===== src/design/backoffTrigPkg.sv =====
/* shared sizes, DMA queue codes and grouped signal types of the backoff
   protocol trigger; referenced by scoped names, never imported */
`default_nettype none

package backoffTrigPkg;

  //////////////////////////////
  // sizes
  //////////////////////////////
  localparam int NUM_AC = 4;                // AC0 (lowest) .. AC3 (highest)

  typedef logic [NUM_AC-1:0] acVec_t;       // one bit per AC
  typedef logic [1:0]        acIdx_t;       // AC number
  typedef logic [15:0]       backoffCnt_t;  // backoff counter value
  typedef logic [11:0]       aifsCnt_t;     // AIFS counter value
  typedef logic [7:0]        slotCnt_t;     // slot count, slot time, trigger time

  //////////////////////////////
  // DMA queue state
  //////////////////////////////
  // any code not listed here reads as idle
  typedef enum logic [3:0] {
    PASSIVE = 4'd2,                         // waiting for the MAC controller
    ACTIVE  = 4'd4                          // dma transfer running
  } dmaState_t;

  typedef dmaState_t [NUM_AC-1:0] txStateVec_t;   // queue state per AC

  //////////////////////////////
  // grouped signals
  //////////////////////////////
  typedef struct packed {
    backoffCnt_t [NUM_AC-1:0] backoffCnt;   // backoff count per AC
    aifsCnt_t    [NUM_AC-1:0] aifsCnt;      // remaining AIFS per AC
  } acTimers_t;

  typedef struct packed {
    logic [15:0] slotValue;                 // trigger time / slot time
    logic [15:0] remValue;                  // what is left in us
  } trigThreshold_t;

  typedef struct packed {
    acVec_t setHasData;                     // set strobes, win over clear
    acVec_t clearHasData;                   // clear strobes
  } hasDataCtrl_t;

endpackage

`default_nettype wire


===== src/design/trigThresholdCalc.sv =====
/* converts the EDCA trigger time into a slot threshold and a remainder by
   restoring division by the slot time, one quotient bit per cycle */
`timescale 1ns/10ps
`default_nettype none

module trigThresholdCalc
(
  input  wire                            macCoreClk,          // mac core clock
  input  wire                            macCoreClkHardRst_n, // async reset, active low
  input  wire                            currentStateEvent,   // restarts the division
  input  wire backoffTrigPkg::slotCnt_t  edcaTriggerTimer,    // dividend in us
  input  wire backoffTrigPkg::slotCnt_t  slotTime,            // divisor in us
  output backoffTrigPkg::trigThreshold_t threshold            // quotient and remainder
);

  //////////////////////////////
  // division state
  //////////////////////////////
  logic [2:0]  shiftIdx;     // quotient bit decided this cycle
  logic        calcBusy;     // steps still to run
  logic [15:0] slotShifted;  // slot time aligned on shiftIdx

  // 255 << 7 still fits in 16 bits
  assign slotShifted = {8'h00, slotTime} << shiftIdx;

  // quotient and remainder are visible downstream while the steps run
  always_ff @(posedge macCoreClk or negedge macCoreClkHardRst_n)
  begin
    if (!macCoreClkHardRst_n)
    begin
      threshold <= '0;
      shiftIdx  <= 3'd7;
      calcBusy  <= 1'b0;
    end
    else if (currentStateEvent)
    begin
      // restart from msb with the full trigger time
      threshold.slotValue <= 16'h0000;
      threshold.remValue  <= {8'h00, edcaTriggerTimer};
      shiftIdx            <= 3'd7;
      calcBusy            <= 1'b1;
    end
    else if (calcBusy)
    begin
      if (threshold.remValue >= slotShifted)      // divisor fits at this weight
      begin
        threshold.remValue            <= threshold.remValue - slotShifted;
        threshold.slotValue[shiftIdx] <= 1'b1;
      end
      shiftIdx <= shiftIdx - 3'd1;
      if (shiftIdx == 3'd0)                       // lsb done, 8th step
        calcBusy <= 1'b0;
    end
  end

  // between events the last result simply stays in place

endmodule

`default_nettype wire


===== src/design/acTrigDetect.sv =====
/* marks each AC close to the end of its backoff on the slot tick, from the
   backoff, AIFS and slot counters against the threshold; delays the tick */
`timescale 1ns/10ps
`default_nettype none

module acTrigDetect
(
  input  wire                                macCoreClk,          // mac core clock
  input  wire                                macCoreClkHardRst_n, // async reset, active low
  input  wire                                backoffEnable,       // core in backoff
  input  wire                                tickSlot1us_p,       // us tick aligned on slotCnt
  input  wire backoffTrigPkg::acTimers_t     timers,              // backoff and AIFS counts
  input  wire backoffTrigPkg::slotCnt_t      slotCnt,             // slot counter
  input  wire backoffTrigPkg::trigThreshold_t threshold,          // slot threshold, remainder
  output backoffTrigPkg::acVec_t             acTrig,              // near end marks
  output logic                               checkStrobe          // marks fresh and not empty
);

  backoffTrigPkg::acVec_t nearEnd;    // mark value for the next tick
  logic                   tickDly_p;  // tick one cycle late

  //////////////////////////////
  // near end of backoff
  //////////////////////////////
  always_comb
  begin
    for (int i = 0; i < backoffTrigPkg::NUM_AC; i++)
    begin
      if (timers.backoffCnt[i] < threshold.slotValue)
        nearEnd[i] = 1'b1;                           // fewer slots left than threshold
      else if (timers.backoffCnt[i] == threshold.slotValue)
      begin
        // last slot, look inside it
        if (timers.aifsCnt[i] == '0)
          nearEnd[i] = (slotCnt <= threshold.remValue[7:0]);     // AIFS over, slot count
        else
          nearEnd[i] = (timers.aifsCnt[i] <= threshold.remValue[11:0]); // still in AIFS
      end
      else
        nearEnd[i] = 1'b0;
    end
  end

  // marks sampled on tick only, held in between
  always_ff @(posedge macCoreClk or negedge macCoreClkHardRst_n)
  begin
    if (!macCoreClkHardRst_n)
      acTrig <= '0;
    else if (!backoffEnable)
      acTrig <= '0;                  // no backoff, nothing near its end
    else if (tickSlot1us_p)
      acTrig <= nearEnd;
  end

  //////////////////////////////
  // delayed tick
  //////////////////////////////
  always_ff @(posedge macCoreClk or negedge macCoreClkHardRst_n)
  begin
    if (!macCoreClkHardRst_n)
      tickDly_p <= 1'b0;
    else
      tickDly_p <= tickSlot1us_p;
  end

  // selection only worth running when some AC is marked
  assign checkStrobe = tickDly_p & (|acTrig);

endmodule

`default_nettype wire


===== src/design/acPrioritySelect.sv =====
/* keeps the per-AC has-data status and registers the highest eligible AC
   among the marked ones once per check strobe */
`timescale 1ns/10ps
`default_nettype none

module acPrioritySelect
(
  input  wire                                macCoreClk,          // mac core clock
  input  wire                                macCoreClkHardRst_n, // async reset, active low
  input  wire backoffTrigPkg::acVec_t        acTrig,              // near end marks
  input  wire                                checkStrobe,         // marks fresh this cycle
  input  wire backoffTrigPkg::hasDataCtrl_t  hasDataCtrl,         // set and clear strobes
  input  wire backoffTrigPkg::txStateVec_t   txState,             // DMA queue states
  output backoffTrigPkg::acIdx_t             trigIdx,             // selected AC
  output logic                               trigIdxValid,        // trigIdx usable
  output backoffTrigPkg::acVec_t             hasData              // has-data status
);

  backoffTrigPkg::acVec_t queueBusy;  // queue PASSIVE or ACTIVE
  backoffTrigPkg::acVec_t eligible;   // marked and worth a trigger
  backoffTrigPkg::acIdx_t topIdx;     // highest eligible AC

  //////////////////////////////
  // has-data status
  //////////////////////////////
  always_ff @(posedge macCoreClk or negedge macCoreClkHardRst_n)
  begin
    if (!macCoreClkHardRst_n)
      hasData <= '0;
    else
      hasData <= hasDataCtrl.setHasData | (hasData & ~hasDataCtrl.clearHasData); // set wins
  end

  //////////////////////////////
  // eligibility and priority
  //////////////////////////////
  always_comb
  begin
    for (int i = 0; i < backoffTrigPkg::NUM_AC; i++)
    begin
      queueBusy[i] = (txState[i] == backoffTrigPkg::PASSIVE) ||
                     (txState[i] == backoffTrigPkg::ACTIVE);
    end
  end

  assign eligible = acTrig & (hasData | queueBusy);

  // ascending scan, last hit is the highest AC
  always_comb
  begin
    topIdx = '0;
    for (int i = 0; i < backoffTrigPkg::NUM_AC; i++)
    begin
      if (eligible[i])
        topIdx = backoffTrigPkg::acIdx_t'(i);
    end
  end

  // one cycle valid per check, no fallback kept
  always_ff @(posedge macCoreClk or negedge macCoreClkHardRst_n)
  begin
    if (!macCoreClkHardRst_n)
    begin
      trigIdx      <= '0;
      trigIdxValid <= 1'b0;
    end
    else if (checkStrobe && (|eligible))
    begin
      trigIdx      <= topIdx;
      trigIdxValid <= 1'b1;
    end
    else
    begin
      trigIdx      <= '0;
      trigIdxValid <= 1'b0;
    end
  end

endmodule

`default_nettype wire


===== src/design/protTrigPulseGen.sv =====
/* turns the selected AC index into a one-cycle protocol trigger pulse and
   keeps the per-AC flags that allow only one pulse per backoff */
`timescale 1ns/10ps
`default_nettype none

module protTrigPulseGen
(
  input  wire                          macCoreClk,          // mac core clock
  input  wire                          macCoreClkHardRst_n, // async reset, active low
  input  wire backoffTrigPkg::acIdx_t  trigIdx,             // selected AC
  input  wire                          trigIdxValid,        // selection this cycle
  input  wire                          txInProgress,        // tx ongoing, no trigger
  input  wire backoffTrigPkg::acVec_t  hasData,             // has-data status
  input  wire backoffTrigPkg::acVec_t  flagReset,           // flag reset from interrupt ctrl
  input  wire backoffTrigPkg::acVec_t  clearHasData,        // has-data clear strobes
  output backoffTrigPkg::acVec_t       protTrigger          // trigger pulses
);

  backoffTrigPkg::acVec_t selOneHot;  // decoded index
  backoffTrigPkg::acVec_t trigFlag;   // AC already triggered

  always_comb
  begin
    selOneHot          = '0;
    selOneHot[trigIdx] = 1'b1;
  end

  //////////////////////////////
  // trigger pulse
  //////////////////////////////
  // selected AC only; if it is blocked nobody pulses
  always_ff @(posedge macCoreClk or negedge macCoreClkHardRst_n)
  begin
    if (!macCoreClkHardRst_n)
      protTrigger <= '0;
    else if (trigIdxValid && !txInProgress)
      protTrigger <= selOneHot & ~trigFlag & hasData;
    else
      protTrigger <= '0;                 // dropped, not queued
  end

  //////////////////////////////
  // one-shot flags
  //////////////////////////////
  always_ff @(posedge macCoreClk or negedge macCoreClkHardRst_n)
  begin
    if (!macCoreClkHardRst_n)
      trigFlag <= '0;
    else
    begin
      for (int i = 0; i < backoffTrigPkg::NUM_AC; i++)
      begin
        if (protTrigger[i])
          trigFlag[i] <= 1'b1;           // remember the pulse
        else if (flagReset[i] || clearHasData[i])
          trigFlag[i] <= 1'b0;           // queue served or emptied
      end
    end
  end

endmodule

`default_nettype wire


===== src/design/backoffProtTrig.sv =====
/* backoff protocol trigger top level; threshold calc, detection, priority
   selection and pulse generation chained with a fixed 3 cycle tick latency */
`timescale 1ns/10ps
`default_nettype none

module backoffProtTrig
(
  input  wire                               macCoreClk,          // mac core clock
  input  wire                               macCoreClkHardRst_n, // async reset, active low
  input  wire                               currentStateEvent,   // core state event
  input  wire                               backoffEnable,       // core in backoff
  input  wire                               tickSlot1us_p,       // us tick aligned on slotCnt
  input  wire                               txInProgress,        // tx ongoing
  input  wire backoffTrigPkg::slotCnt_t     edcaTriggerTimer,    // trigger time in us
  input  wire backoffTrigPkg::slotCnt_t     slotTime,            // slot time in us
  input  wire backoffTrigPkg::slotCnt_t     slotCnt,             // slot counter
  input  wire backoffTrigPkg::acTimers_t    timers,              // backoff and AIFS counts
  input  wire backoffTrigPkg::txStateVec_t  txState,             // DMA queue states
  input  wire backoffTrigPkg::hasDataCtrl_t hasDataCtrl,         // has-data strobes
  input  wire backoffTrigPkg::acVec_t       flagReset,           // trigger flag resets
  output backoffTrigPkg::acVec_t            protTrigger,         // trigger pulses
  output backoffTrigPkg::acVec_t            hasDataStatus        // has-data status
);

  //////////////////////////////
  // internal links
  //////////////////////////////
  backoffTrigPkg::trigThreshold_t threshold;     // calc to detect
  backoffTrigPkg::acVec_t         acTrig;        // marks
  logic                           checkStrobe;   // tick + 1, marks present
  backoffTrigPkg::acIdx_t         trigIdx;       // selected AC
  logic                           trigIdxValid;

  trigThresholdCalc uThresholdCalc (
    .macCoreClk          (macCoreClk),
    .macCoreClkHardRst_n (macCoreClkHardRst_n),
    .currentStateEvent   (currentStateEvent),
    .edcaTriggerTimer    (edcaTriggerTimer),
    .slotTime            (slotTime),
    .threshold           (threshold)
  );

  // tick n -> marks n+1
  acTrigDetect uTrigDetect (
    .macCoreClk          (macCoreClk),
    .macCoreClkHardRst_n (macCoreClkHardRst_n),
    .backoffEnable       (backoffEnable),
    .tickSlot1us_p       (tickSlot1us_p),
    .timers              (timers),
    .slotCnt             (slotCnt),
    .threshold           (threshold),
    .acTrig              (acTrig),
    .checkStrobe         (checkStrobe)
  );

  // index valid n+2
  acPrioritySelect uPrioritySelect (
    .macCoreClk          (macCoreClk),
    .macCoreClkHardRst_n (macCoreClkHardRst_n),
    .acTrig              (acTrig),
    .checkStrobe         (checkStrobe),
    .hasDataCtrl         (hasDataCtrl),
    .txState             (txState),
    .trigIdx             (trigIdx),
    .trigIdxValid        (trigIdxValid),
    .hasData             (hasDataStatus)
  );

  // pulse n+3
  protTrigPulseGen uPulseGen (
    .macCoreClk          (macCoreClk),
    .macCoreClkHardRst_n (macCoreClkHardRst_n),
    .trigIdx             (trigIdx),
    .trigIdxValid        (trigIdxValid),
    .txInProgress        (txInProgress),
    .hasData             (hasDataStatus),
    .flagReset           (flagReset),
    .clearHasData        (hasDataCtrl.clearHasData),
    .protTrigger         (protTrigger)
  );

endmodule

`default_nettype wire


===== config.mk =====
export PLATFORM = sky130hd
export DESIGN_NAME = backoffProtTrig
export DESIGN_NICKNAME = d
export VERILOG_FILES = /design/src/design/backoffTrigPkg.sv /design/src/design/trigThresholdCalc.sv /design/src/design/acTrigDetect.sv /design/src/design/acPrioritySelect.sv /design/src/design/protTrigPulseGen.sv /design/src/design/backoffProtTrig.sv
export SDC_FILE = /design/constraint.sdc
export NUM_CORES = 1
export LEC_CHECK = 0
export BUFFER_PORTS_ARGS = -buffer_cell sky130_fd_sc_hd__buf_4
export CORE_UTILIZATION = 45
export DETAILED_ROUTE_END_ITERATION = 8
export PLACE_DENSITY = 0.76
export SYNTH_ARGS = -nofsm -noshare
export SYNTH_HDL_FRONTEND = slang
export SYNTH_SLANG_ARGS = --single-unit

===== constraint.sdc =====
create_clock -name macCoreClk -period 3.3 [get_ports macCoreClk]
set_clock_uncertainty 0.05 [all_clocks]
set_input_delay 0.495 -clock macCoreClk [delete_from_list [all_inputs] [get_ports macCoreClk]]
set_output_delay 0.495 -clock macCoreClk [all_outputs]
set_load 0.005 [all_outputs]

After elaboration in Yosys (flattened, before gate mapping):

Index checks and enable logic that the tools add are counted.

* bits in registers: 56
* input port bits: 170
* output and inout port bits: 8
* word-level logic and storage cells: 121

* equality and inequality tests: 13
* multiplexer cells: 40
* add/sub/neg operators: 2
* reduce and logical (&&, ||, !) cells: 27
* shifts and indexed selects: 1
* bitwise operators: 10
* magnitude comparators: 14

Operators with widths (number)
* $mux 32: 3
* $eq 16x16->1: 4
* $lt 16x16->1: 4
* $le 12x12->1: 4
* $logic_not 12->1: 4
* $mux 1: 27
* $and 4x4->4: 4
* $eq 4x2->1 const B: 4
* $eq 4x3->1 const B: 4
* $ge 16x16->1: 1
* $or 16x8->16: 1
* $shl 8x3->16: 1
* $sub 16x16->16: 1
* $mux 4: 3
* $reduce_bool 2->1: 6
* $le 8x8->1: 1
* $logic_or 1x1->1: 8
* $not 4->4: 2
* $or 4x4->4: 2
* $reduce_or 4->1: 2
* $mux 2: 3
* $mux 3: 2
* $lt 3x5->1 const B: 1
* $logic_and 1x1->1: 4
* other kinds (11): 11

Logic depth before layout (Yosys ltp):

Gate-level depths: netlist (run 1).

* depth after elaboration: 8
* gate-level depth with buffers: 14
* gate-level depth less buffers: 13

By module:

A second synthesis (run 1) with hierarchy kept.

* cells, all modules: 710
* area total of the unflattened synthesis: 5984.5 um2

By module, submodules not included
* acTrigDetect: instances 1, seq. area each 125.1 um2, area each 3012.9 um2, cells an instance 374
* trigThresholdCalc: instances 1, seq. area each 704.4 um2, area each 2301.0 um2, cells an instance 276
* acPrioritySelect: instances 1, seq. area each 175.2 um2, area each 357.8 um2, cells an instance 35
* protTrigPulseGen: instances 1, seq. area each 200.2 um2, area each 312.8 um2, cells an instance 25

Worst setup path after synthesis (run 1):

Ideal clock, no wire load.

* path kind: register -> register
* start point: register uThresholdCalc.shiftIdx[0]
* end point: register, netlist name uThresholdCalc.threshold[0]
* path buffers: 3
* path slack: -0.055 ns
* clock period less this slack: 3.355 ns
* cell stages (with the launch flop): 14
* arrival: 3.172 ns
* setup time: 0.133 ns
* data required time: 3.117 ns
* cells stage by stage: dfstp_2 -> clkbuf_1 -> buf_2 -> nor2_1 -> and3_1 -> ha_1 -> fa_1 -> nand2b_1 -> a21oi_1 -> o211ai_1 -> a31o_2 -> buf_2 -> a211oi_1 -> a21oi_1

* longest elaborated chain between the ends: 5
* elaborated cells between the ends (all ways): 8
* those cells by class: add/sub (1); order compare (1); shift (1); mux (3); reduce/logical (2)

Ends and longest elaborated chain
* start, declared: line trigThresholdCalc.sv:19 `logic [2:0] shiftIdx;`
* start signal, assigned: line trigThresholdCalc.sv:50 `shiftIdx <= shiftIdx - 3'd1;`
* $shl 8x3->16 (*): line trigThresholdCalc.sv:24 `assign slotShifted = {8'h00, slotTime} << shiftIdx;`
* $sub 16x16->16: line trigThresholdCalc.sv:47 `threshold.remValue <= threshold.remValue - slotShifted;`
* $mux 32: line trigThresholdCalc.sv:45 `if (threshold.remValue >= slotShifted)`
* $mux 32: line trigThresholdCalc.sv:43 `else if (calcBusy)`
* $mux 32: line trigThresholdCalc.sv:35 `else if (currentStateEvent)`

Every way passes the cells marked *; elsewhere a longest branch is shown, timed or not. The select of a mux whose other input is x is not followed.
A chain may end at the register's enable or synchronous reset.

Final worst setup path (run 1):

* start point: register uThresholdCalc.shiftIdx[0]
* end point: register, netlist name uThresholdCalc.threshold[1]

* longest elaborated chain between the ends: 5
* elaborated cells between the ends (all ways): 8
* those cells by class: add/sub (1); order compare (1); shift (1); mux (3); reduce/logical (2)

Ends and longest elaborated chain (line)
* $shl 8x3->16 (*): trigThresholdCalc.sv:24
* $sub 16x16->16: trigThresholdCalc.sv:47
* $mux 32: trigThresholdCalc.sv:45
* $mux 32: trigThresholdCalc.sv:43
* $mux 32: trigThresholdCalc.sv:35

Marks and branches as above.

==> run summary, run 1 <==
Layout Utilization - 63.6%
initial antenna violation count - 1
leading area contributor after synthesis - ha_1
worst slack, placed - -13.8 ps
Clock transition at path regs - 70 ps
EDFF count, synth - 0
Slew headroom - 59.3%
Clock Sinks - 48
VDD IR max - 0.513 mV
PwrDens - 578 nW/um2
Total Wirelength - 16.7 mm
setup violators final - 0
synth unique cells - 58
clk_lat worst skew - 290 ps
die height - 109 um
cell family with most CP delay - compound AO/OA/AOI/OAI gates
Worst path max stage delay - 610 ps
WP buf/inv - 3
Worst EP arrival - 3260 ps
PortBufs - 177
GPL Wtd Cong - 0.924
Antenna Violating Nets Remaining - 0
Setup CP Type - flop to flop
All-Layer GR Usage - 28.2%
WP data required - 3410 ps
first-pass GRT wire length - 25.8 mm
DRT Pass-1 Iters - 4
Synth warnings - 0
Critical R2R Capture - uThresholdCalc.threshold[1]$_DFFE_PN0P_
dpl hpwl - 13.7 mm
H-tree level count - 2
Yosys top cell area share - 25.6%
Critical Path Start Type - flop
leakage power total - 3.47 nW
Hold WS - 163 ps
total CTS buffers - 5
status - completed
vias in the first global route - 5,468
R2R setup slack - 150 ps
Row Count - 38
Reg2Reg Depth - 12
Critical Path End Type - flop
Final WS setup - 151 ps
DRC viols - 0
area delta synth->final - 36.1%
CTS tree - built
total of max-cap violations - 0
CP max FO - 9
Synth async-reset ratio - 100%
GRT overflow - 0
1st-iter DRT viols - 256
layout cell share with drive strength beyond 1 - 29.1%
Post-synth top flop - dfrtp_1
NumNets Final - 1,065
Finished Cell Area - 6980 um2
clk root buf - clkbuf_16
flops & latches, synth - 48
leading cell types in the layout, fill and taps excluded - buf_4, ha_1, a21oi_1, dfrtp_1, inv_1
largest net degree at the start of global routing - 49
syn_area_per_cell - 8.57 um2
period utilization - 95.4%
commonest non-fill, non-tap cell in the layout - buf_4
fin. max-slew vios - 0
starting density of the core - 46.7%
Routed wire per std cell - 17.9 um
Die W - 109 um
Final Hold Vio Count - 0
number of diodes - 0
Synth area leaders - ha_1, dfrtp_1, a21oi_1
worst hold-check path type - input pin to async pin
Longest Clk Path Bufs - 2
CP Cell Sequence - buf_4 -> mux2i_1 -> mux2i_1 -> mux2i_1 -> ha_1 -> a21oi_1 -> o21ai_1 -> a22oi_1 -> a31o_4 -> buf_4 -> buf_4 -> a21oi_1
critical path's slowest cell - dfstp_2
Via Count - 5,459
register area share after synthesis - 23.5%
Period minus WS final - 3150 ps
Fmax achieved - 0.318 GHz
Ports - 178
via/cell ratio - 5.87
Die ar. - 11,800 um2
Placeable Area - 11,000 um2
Mapped Nets - 875
synthesized cell area - 5130 um2
Placed Area - 6690 um2
Worst-Margin Slew - 610 ps
cell count after synthesis - 599
worst flop-to-flop path startpoint - uThresholdCalc.shiftIdx[0]$_DFFE_PN1P_
-- final cells by class --
class / count / area, um2
Timing Repair Buffer: 197 / 1480
Clock inverter: 3 / 68.8
Multi-Input combinational cell: 494 / 3770
Inverter: 43 / 161
Sequential cell: 48 / 1200
Tap cell: 140 / 175
Fill cell: 953 / 4000
Clock buffer: 5 / 125
-- stage by stage --
step,power [mW],setup TNS [ps],std cells
after floorplan,2.42,0,599
after global routing,4.36,-3.20,930
final,4.04,0,930
after CTS,3.94,0,925
after detailed placement,3.25,-15.2,917
after global placement,3.16,0,917
-- metal layers --
| metal | up-vias | wire, um | track usage (%) | part of all wire (%) |
|---|---|---|---|---|
| li1 | 2642 | - | - | - |
| met1 | 2565 | 6840 | 32.9 | 41 |
| met2 | 210 | 8330 | 51.8 | 50 |
| met3 | 40 | 1020 | 4.00 | 6.1 |
| met4 | 2 | 451 | 10.8 | 2.7 |
| met5 | - | 11 | 0 | 0.066 |
-- logic make-up after synthesis --
kind of cell	share of synthesized area, %
compound gates	22.4
simple gates	18.1
fa+ha+maj	26.0
buf+inv	4.22
flops	23.5
xor+xnor	3.07
mux	2.78
-- synth_stat cells (all sizes together), types with 9 or more instances --
| cell type | n |
|---|---|
| ha | 105 |
| a21oi | 51 |
| nor2b | 9 |
| xor2 | 9 |
| nand2 | 35 |
| nand2b | 10 |
| a211oi | 9 |
| inv | 43 |
| a21o | 22 |
| xnor2 | 9 |
| mux2i | 12 |
| dfrtp | 45 |
| nor3 | 10 |
| nand4 | 18 |
| nor2 | 40 |
| nor4 | 21 |
| nand3 | 15 |
| o21ai | 43 |
| clkbuf | 11 |
-- what timing repair did --
item,in CTS,in global routing
buffers inserted,0,5
hold buffers,0,0
cloned,0,0
endpoints found under the setup margin,4,19
pin swaps,0,5
resized for setup,1,12
-- how the worst max path moves through the flow --
stage                                                start                                  endpoint  slack [ps]  depth (start not counted)
detailed placement  uThresholdCalc.shiftIdx[0]$_DFFE_PN1P_  uThresholdCalc.threshold[19]$_DFFE_PN0P_         -10                         12
CTS                 uThresholdCalc.shiftIdx[0]$_DFFE_PN1P_  uThresholdCalc.threshold[22]$_DFFE_PN0P_          50                         12
floorplan           uThresholdCalc.shiftIdx[2]$_DFFE_PN1P_   uThresholdCalc.threshold[0]$_DFFE_PN0P_          80                         13
global placement    uThresholdCalc.shiftIdx[0]$_DFFE_PN1P_  uThresholdCalc.threshold[19]$_DFFE_PN0P_          80                         12
global route        uThresholdCalc.shiftIdx[0]$_DFFE_PN1P_  uThresholdCalc.threshold[22]$_DFFE_PN0P_          -3                         13
finish              uThresholdCalc.shiftIdx[0]$_DFFE_PN1P_   uThresholdCalc.threshold[1]$_DFFE_PN0P_         150                         12
-- registers in the layout (all words and copies together) (netlist names) --
register,cells
uThresholdCalc.threshold,24
uPrioritySelect.hasData,4
uPulseGen.protTrigger,4
uPulseGen.trigFlag,4
uTrigDetect.acTrig,4
uThresholdCalc.shiftIdx,3
uPrioritySelect.trigIdx,2
uPrioritySelect.trigIdxValid,1
uThresholdCalc.calcBusy,1
uTrigDetect.tickDly_p,1
-- power breakdown --
part | switching (mW) | total (mW) | internal [mW]
sequential | 0.112 | 0.815 | 0.703
clock | 0.244 | 0.681 | 0.438
combinational | 1.42 | 2.54 | 1.12
total | 1.78 | 4.04 | 2.26
Power figures use the tool's default switching activity.
==> run 2: changes to the inputs <==
--- a/config.mk
+++ b/config.mk
@@ -8,7 +8,7 @@
 export BUFFER_PORTS_ARGS = -buffer_cell sky130_fd_sc_hd__buf_4
 export CORE_UTILIZATION = 45
 export DETAILED_ROUTE_END_ITERATION = 8
-export PLACE_DENSITY = 0.76
+export PLACE_DENSITY_LB_ADDON = 0.3
 export SYNTH_ARGS = -nofsm -noshare
 export SYNTH_HDL_FRONTEND = slang
 export SYNTH_SLANG_ARGS = --single-unit
==> run summary, run 2 (synthesis gave the netlist of run 1 again) <==
setup violators final - 0 (unchanged)
starting density of the core - 46.7% (unchanged)
GRT overflow - 0 (unchanged)
CTS tree - built
first element of the critical path - uThresholdCalc.shiftIdx[0]$_DFFE_PN1P_
Clock Sinks - 48 (unchanged)
placed cells - 919 (+0.22%)
Worst EP arrival - 3300 ps (+40 ps)
Slew headroom - 57.4% (-2.0 points)
CP max FO - 13 (+4)
number of diodes - 0 (unchanged)
total CTS buffers - 5 (unchanged)
Total Wirelength - 15.9 mm (-4.4%)
initial antenna violation count - 0 (-1)
Critical Path Start Type - flop
die height - 109 um (unchanged)
leading cell types in the layout, fill and taps excluded - buf_4, ha_1, a21oi_1, dfrtp_1, inv_1
leakage power total - 3.46 nW (-0.22%)
clk root buf - clkbuf_16
Worst-Margin Slew - 634 ps (+24.1 ps)
1st-iter DRT viols - 280 (+9.4%)
critical path's slowest cell - dfstp_2
Row Count - 38 (unchanged)
setup TNS - 0 ps (unchanged)
Reg2Reg Depth - 12 (unchanged)
CP Cell Sequence - buf_4 -> nor2_1 -> and3_1 -> ha_1 -> fa_1 -> nand2b_1 -> a21oi_2 -> o211ai_1 -> a31o_4 -> buf_12 -> a211oi_1 -> a21oi_1
max reg flops - 24 (unchanged)
commonest non-fill, non-tap cell in the layout - buf_4
first-pass GRT wire length - 25.4 mm (-1.4%)
Design Power - 3.95 mW (-2.1%)
Critical Path End Type - flop
worst hold-check path type - input pin to async pin
area delta synth->final - 35.5%
Placeable Area - 11,000 um2 (unchanged)
period utilization - 96.7% (+1.3 points)
Final Hold Vio Count - 0 (unchanged)
All-Layer GR Usage - 27.4% (-0.75 points)
Setup CP Type - flop to flop
total of max-cap violations - 0 (unchanged)
Ports - 178 (unchanged)
Routed wire per std cell - 17.1 um (-4.7%)
H-tree level count - 2 (unchanged)
via/cell ratio - 5.86 (-0.21%)
status - completed
Fmax achieved - 0.313 GHz (-1.3%)
Critical R2R Capture - uThresholdCalc.threshold[2]$_DFFE_PN0P_
R2R setup slack - 110 ps (-40 ps)
worst slack, placed - -20.0 ps (-6.25 ps)
clk_lat worst skew - 290 ps (about the same)
DRT Pass-1 Iters - 5 (+1)
Worst path max stage delay - 620 ps (about the same)
Die ar. - 11,800 um2 (unchanged)
Via Count - 5,465 (+0.11%)
Final WS setup - 108 ps (-42.7 ps)
worst flop-to-flop path startpoint - uThresholdCalc.shiftIdx[0]$_DFFE_PN1P_
layout cell share with drive strength beyond 1 - 29.1% (about the same)
worst setup path endpoint - uThresholdCalc.threshold[2]$_DFFE_PN0P_
GPL Wtd Cong - 0.964 (+4.3%)
fin cells - 933 (+0.32%)
Clock transition at path regs - 70 ps (about the same)
VDD IR max - 0.462 mV (-10%)
Die W - 109 um (unchanged)
largest net degree at the start of global routing - 49 (unchanged)
DRC viols - 0 (unchanged)
largest register by flop count - uThresholdCalc.threshold
unrepaired setup endpoints after global routing - yes
Longest Clk Path Bufs - 2 (unchanged)
PortBufs - 177 (unchanged)
Layout Utilization - 63.3% (-0.24 points)
dpl hpwl - 13.0 mm (-4.6%)
PwrDens - 568 nW/um2 (-1.7%)
WP data required - 3410 ps (about the same)
NumNets Final - 1,068 (+0.28%)
fin. max-slew vios - 0 (unchanged)
Post-CTS Hold Fix Bufs - 0 (unchanged)
Antenna Violating Nets Remaining - 0 (unchanged)
vias in the first global route - 5,503 (+0.64%)
Period minus WS final - 3190 ps (+42.7 ps)
run 2: changes by cell type in the layout (fill, tap and decap cells not counted), moves of 2 or more:
cell | before | now
mux2i_2 | 1 | 3
bufinv_16 | 2 | 0
mux2i_1 | 11 | 9
buf_4 | 197 | 199
run 2: cell type report:
cell class,count,area [um2]
Clock buffer,6,139
Inverter,43,161
Tap cell,140,175
Multi-Input combinational cell,494,3750
Sequential cell,48,1200
Clock inverter,2,13.8
Fill cell,945,4030
Timing Repair Buffer,200,1510
run 2: worst min path at each step:
stage	to	cells after the start	from	slack, ps
3_3_place_gp	uPulseGen.protTrigger[3]$_DFF_PN0_	1	uPulseGen.trigFlag[3]$_DFFE_PN0P_	370
4_1_cts	uPrioritySelect.hasData[1]$_DFF_PN0_	1	macCoreClkHardRst_n	190
5_1_grt	uPrioritySelect.hasData[1]$_DFF_PN0_	1	macCoreClkHardRst_n	210
6_report	uPrioritySelect.hasData[1]$_DFF_PN0_	1	macCoreClkHardRst_n	160
3_5_place_dp	uPulseGen.protTrigger[3]$_DFF_PN0_	1	uPulseGen.trigFlag[3]$_DFFE_PN0P_	370
2_1_floorplan	uPrioritySelect.hasData[0]$_DFF_PN0_	0	macCoreClkHardRst_n	150
run 2: timing repair:
item                                    CTS  global route
pin swaps                                 0             6
endpoints found under the setup margin    2            24
setup buffers                             0             6
resized for setup                         1            10
run 2: worst max-delay path: cells and delay by family (launching register included):
kind            cells  cell delay [ps]
compound gates      5             1040
flops               1              620
fa+ha+maj           2              620
simple gates        3              420
buf+inv             2              290
run 2: per-stage QoR:
stage          hold slack, ps  instance area [um2]
2_1_floorplan             149                 5130
3_3_place_gp              367                 6720
3_5_place_dp              374                 6720
4_1_cts                   191                 6870
5_1_grt                   211                 6960
6_report                  158                 6960
run 2: layer usage:
| metal | GRT usage, % | wire length (um) | share of wire [%] |
|---|---|---|---|
| met4 | 8.88 | 395 | 2.5 |
| met3 | 3.59 | 986 | 6.2 |
| met1 | 33.1 | 6660 | 42 |
| met5 | 0 | 0 | 0 |
| met2 | 50.0 | 7890 | 50 |
run 2: power by group:
group | internal (mW) | total, mW | switching, mW
Sequential | 0.704 | 0.795 | 0.0911
Combinational | 1.15 | 2.63 | 1.48
Clock | 0.303 | 0.529 | 0.225
Total | 2.16 | 3.95 | 1.79
==> run 3: changes to the inputs <==
--- a/config.mk
+++ b/config.mk
@@ -7,8 +7,10 @@
 export LEC_CHECK = 0
 export BUFFER_PORTS_ARGS = -buffer_cell sky130_fd_sc_hd__buf_4
 export CORE_UTILIZATION = 45
+export CTS_CLUSTER_SIZE = 40
 export DETAILED_ROUTE_END_ITERATION = 8
 export PLACE_DENSITY_LB_ADDON = 0.3
+export SLEW_MARGIN = 20
 export SYNTH_ARGS = -nofsm -noshare
 export SYNTH_HDL_FRONTEND = slang
 export SYNTH_SLANG_ARGS = --single-unit
==> constraint.sdc (replaced) <==
create_clock -name macCoreClk -period 3.7 [get_ports macCoreClk]
set_clock_uncertainty 0.05 [all_clocks]
set_input_delay 0.555 -clock macCoreClk [delete_from_list [all_inputs] [get_ports macCoreClk]]
set_output_delay 0.555 -clock macCoreClk [all_outputs]
set_load 0.005 [all_outputs]
==> run summary, run 3 (synthesis gave the netlist of run 1 again) <==
setup TNS - 0 ps (unchanged)
grt met2 use - 50.7% (+0.68 points)
busiest grt layer - met2
period utilization - 94.7% (-2.0 points)
Antenna Violating Nets Remaining - 0 (unchanged)
unrepaired setup endpoints after global routing - no
DRT Pass-1 Iters - 7 (+2)
number of diodes - 0 (unchanged)
via/cell ratio - 5.80 (-1.1%)
largest register by flop count - uThresholdCalc.threshold
worst slack, placed - 158 ps (+178 ps)
Routed wire per std cell - 17.1 um (about the same)
Slew headroom - 59.6% (+2.3 points)
fin. max-slew vios - 0 (unchanged)
VDD IR max - 0.256 mV (-45%)
Period minus WS final - 3500 ps (+313 ps)
Die ar. - 11,800 um2 (unchanged)
CP max FO - 23 (+10)
commonest non-fill, non-tap cell in the layout - buf_4
GPL Wtd Cong - 0.942 (-2.2%)
NumNets Final - 1,048 (-1.9%)
DRC viols - 0 (unchanged)
dpl hpwl - 12.8 mm (-1.5%)
largest net degree at the start of global routing - 49 (unchanged)
total of max-cap violations - 0 (unchanged)
PortBufs - 177 (unchanged)
met1 Use GR - 31.7% (-1.4 points)
Clock transition at path regs - 70 ps (about the same)
Layout Utilization - 61.7% (-1.7 points)
met3 GRT Util - 4.84% (+1.3 points)
WP data required - 3840 ps (+430 ps)
GRT overflow - 0 (unchanged)
H-tree level count - 2 (unchanged)
starting density of the core - 46.7% (unchanged)
status - completed
first-pass GRT wire length - 25.2 mm (-1.1%)
area delta synth->final - 31.9%
first element of the critical path - uThresholdCalc.shiftIdx[0]$_DFFE_PN1P_
PwrDens - 491 nW/um2 (-14%)
Final Hold Vio Count - 0 (unchanged)
die height - 109 um (unchanged)
Clock Sinks - 48 (unchanged)
1st-iter DRT viols - 179 (-36%)
Critical Path End Type - flop
Critical Path Start Type - flop
All-Layer GR Usage - 27.2% (-0.29 points)
Row Count - 38 (unchanged)
Total Wirelength - 15.6 mm (-2.1%)
worst flop-to-flop path startpoint - uThresholdCalc.shiftIdx[0]$_DFFE_PN1P_
Final WS setup - 195 ps (+87.1 ps)
Post-CTS Hold Fix Bufs - 0 (unchanged)
layout cell share with drive strength beyond 1 - 26.4% (-2.7 points)
Setup CP Type - flop to flop
setup violators final - 0 (unchanged)
leading cell types in the layout, fill and taps excluded - buf_4, ha_1, a21oi_1, dfrtp_1
Ports - 178 (unchanged)
Placeable Area - 11,000 um2 (unchanged)
clk_lat worst skew - 290 ps (about the same)
Worst EP arrival - 3640 ps (+340 ps)
Via Count - 5,291 (-3.2%)
Longest Clk Path Bufs - 2 (unchanged)
worst hold-check path type - input pin to async pin
Worst-Margin Slew - 606 ps (-28.3 ps)
clk root buf - clkbuf_16
Fmax achieved - 0.285 GHz (-8.9%)
Die W - 109 um (unchanged)
total CTS buffers - 5 (unchanged)
leakage power total - 3.37 nW (-2.7%)
initial antenna violation count - 0 (unchanged)
vias in the first global route - 5,351 (-2.8%)
CTS tree - built
max reg flops - 24 (unchanged)
-- run 3: metal layers --
layer | part of all wire, % | wire length, um
met1 | 42 | 6510
met4 | 1.7 | 261
met2 | 50 | 7850
met3 | 6.3 | 977
met5 | 0 | 0
-- run 3: layout make-up --
type	instances	area (um2)
clock buffer	7	143
clock inverter	1	8.76
fill	966	4210
inverter	43	161
multi-input combinational	494	3720
sequential	48	1210
tap	140	175
timing repair buffer	180	1350
-- run 3: final timing paths --
check / end / slack (ps) / depth (start not counted)
setup reg to reg: uThresholdCalc.threshold[17]$_DFFE_PN0P_ / 200 / 12
setup / recovery: uThresholdCalc.threshold[17]$_DFFE_PN0P_ / 200 / 12
min in group macCoreClk: uPulseGen.protTrigger[0]$_DFF_PN0_ / 380 / 1
max in group asynchronous: uThresholdCalc.threshold[3]$_DFFE_PN0P_ / 2960 / 1
hold reg to reg: uPulseGen.protTrigger[0]$_DFF_PN0_ / 380 / 1
hold / removal: uPrioritySelect.hasData[0]$_DFF_PN0_ / 220 / 1
-- run 3: where the power goes --
| part | internal [mW] | leakage, nW | total (mW) | switching (mW) |
|---|---|---|---|---|
| clock | 0.271 | 0.0741 | 0.469 | 0.198 |
| sequential | 0.628 | 0.608 | 0.726 | 0.0977 |
| combinational | 0.898 | 2.69 | 2.13 | 1.23 |
| total | 1.80 | 3.37 | 3.32 | 1.53 |
-- run 3: critical path, cell delays in order, from the launching register on --
cell	delay (ps)
dfstp_4	740
mux2_2	370
o21ai_0	210
nor2_1	60
a31oi_1	250
ha_1	290
a21oi_1	80
o21ai_0	270
a22oi_1	180
a31o_4	360
nor2_1	170
nand2_1	120
o32ai_1	250
-- run 3: repair_timing --
item	in CTS	in global routing
setup endpoints to repair	0	14
setup buffers	0	0
gates resized for setup	0	3
-- run 3: metrics by stage --
step | cell area [um2] | hold WS [ps] | cells | total power, mW
2_1_floorplan | 5130 | 209 | 599 | 2.16
6_report | 6770 | 223 | 913 | 3.32
3_3_place_gp | 6600 | 368 | 905 | 2.73
4_1_cts | 6760 | 261 | 913 | 3.29
3_5_place_dp | 6600 | 375 | 905 | 2.82
5_1_grt | 6770 | 270 | 913 | 3.63
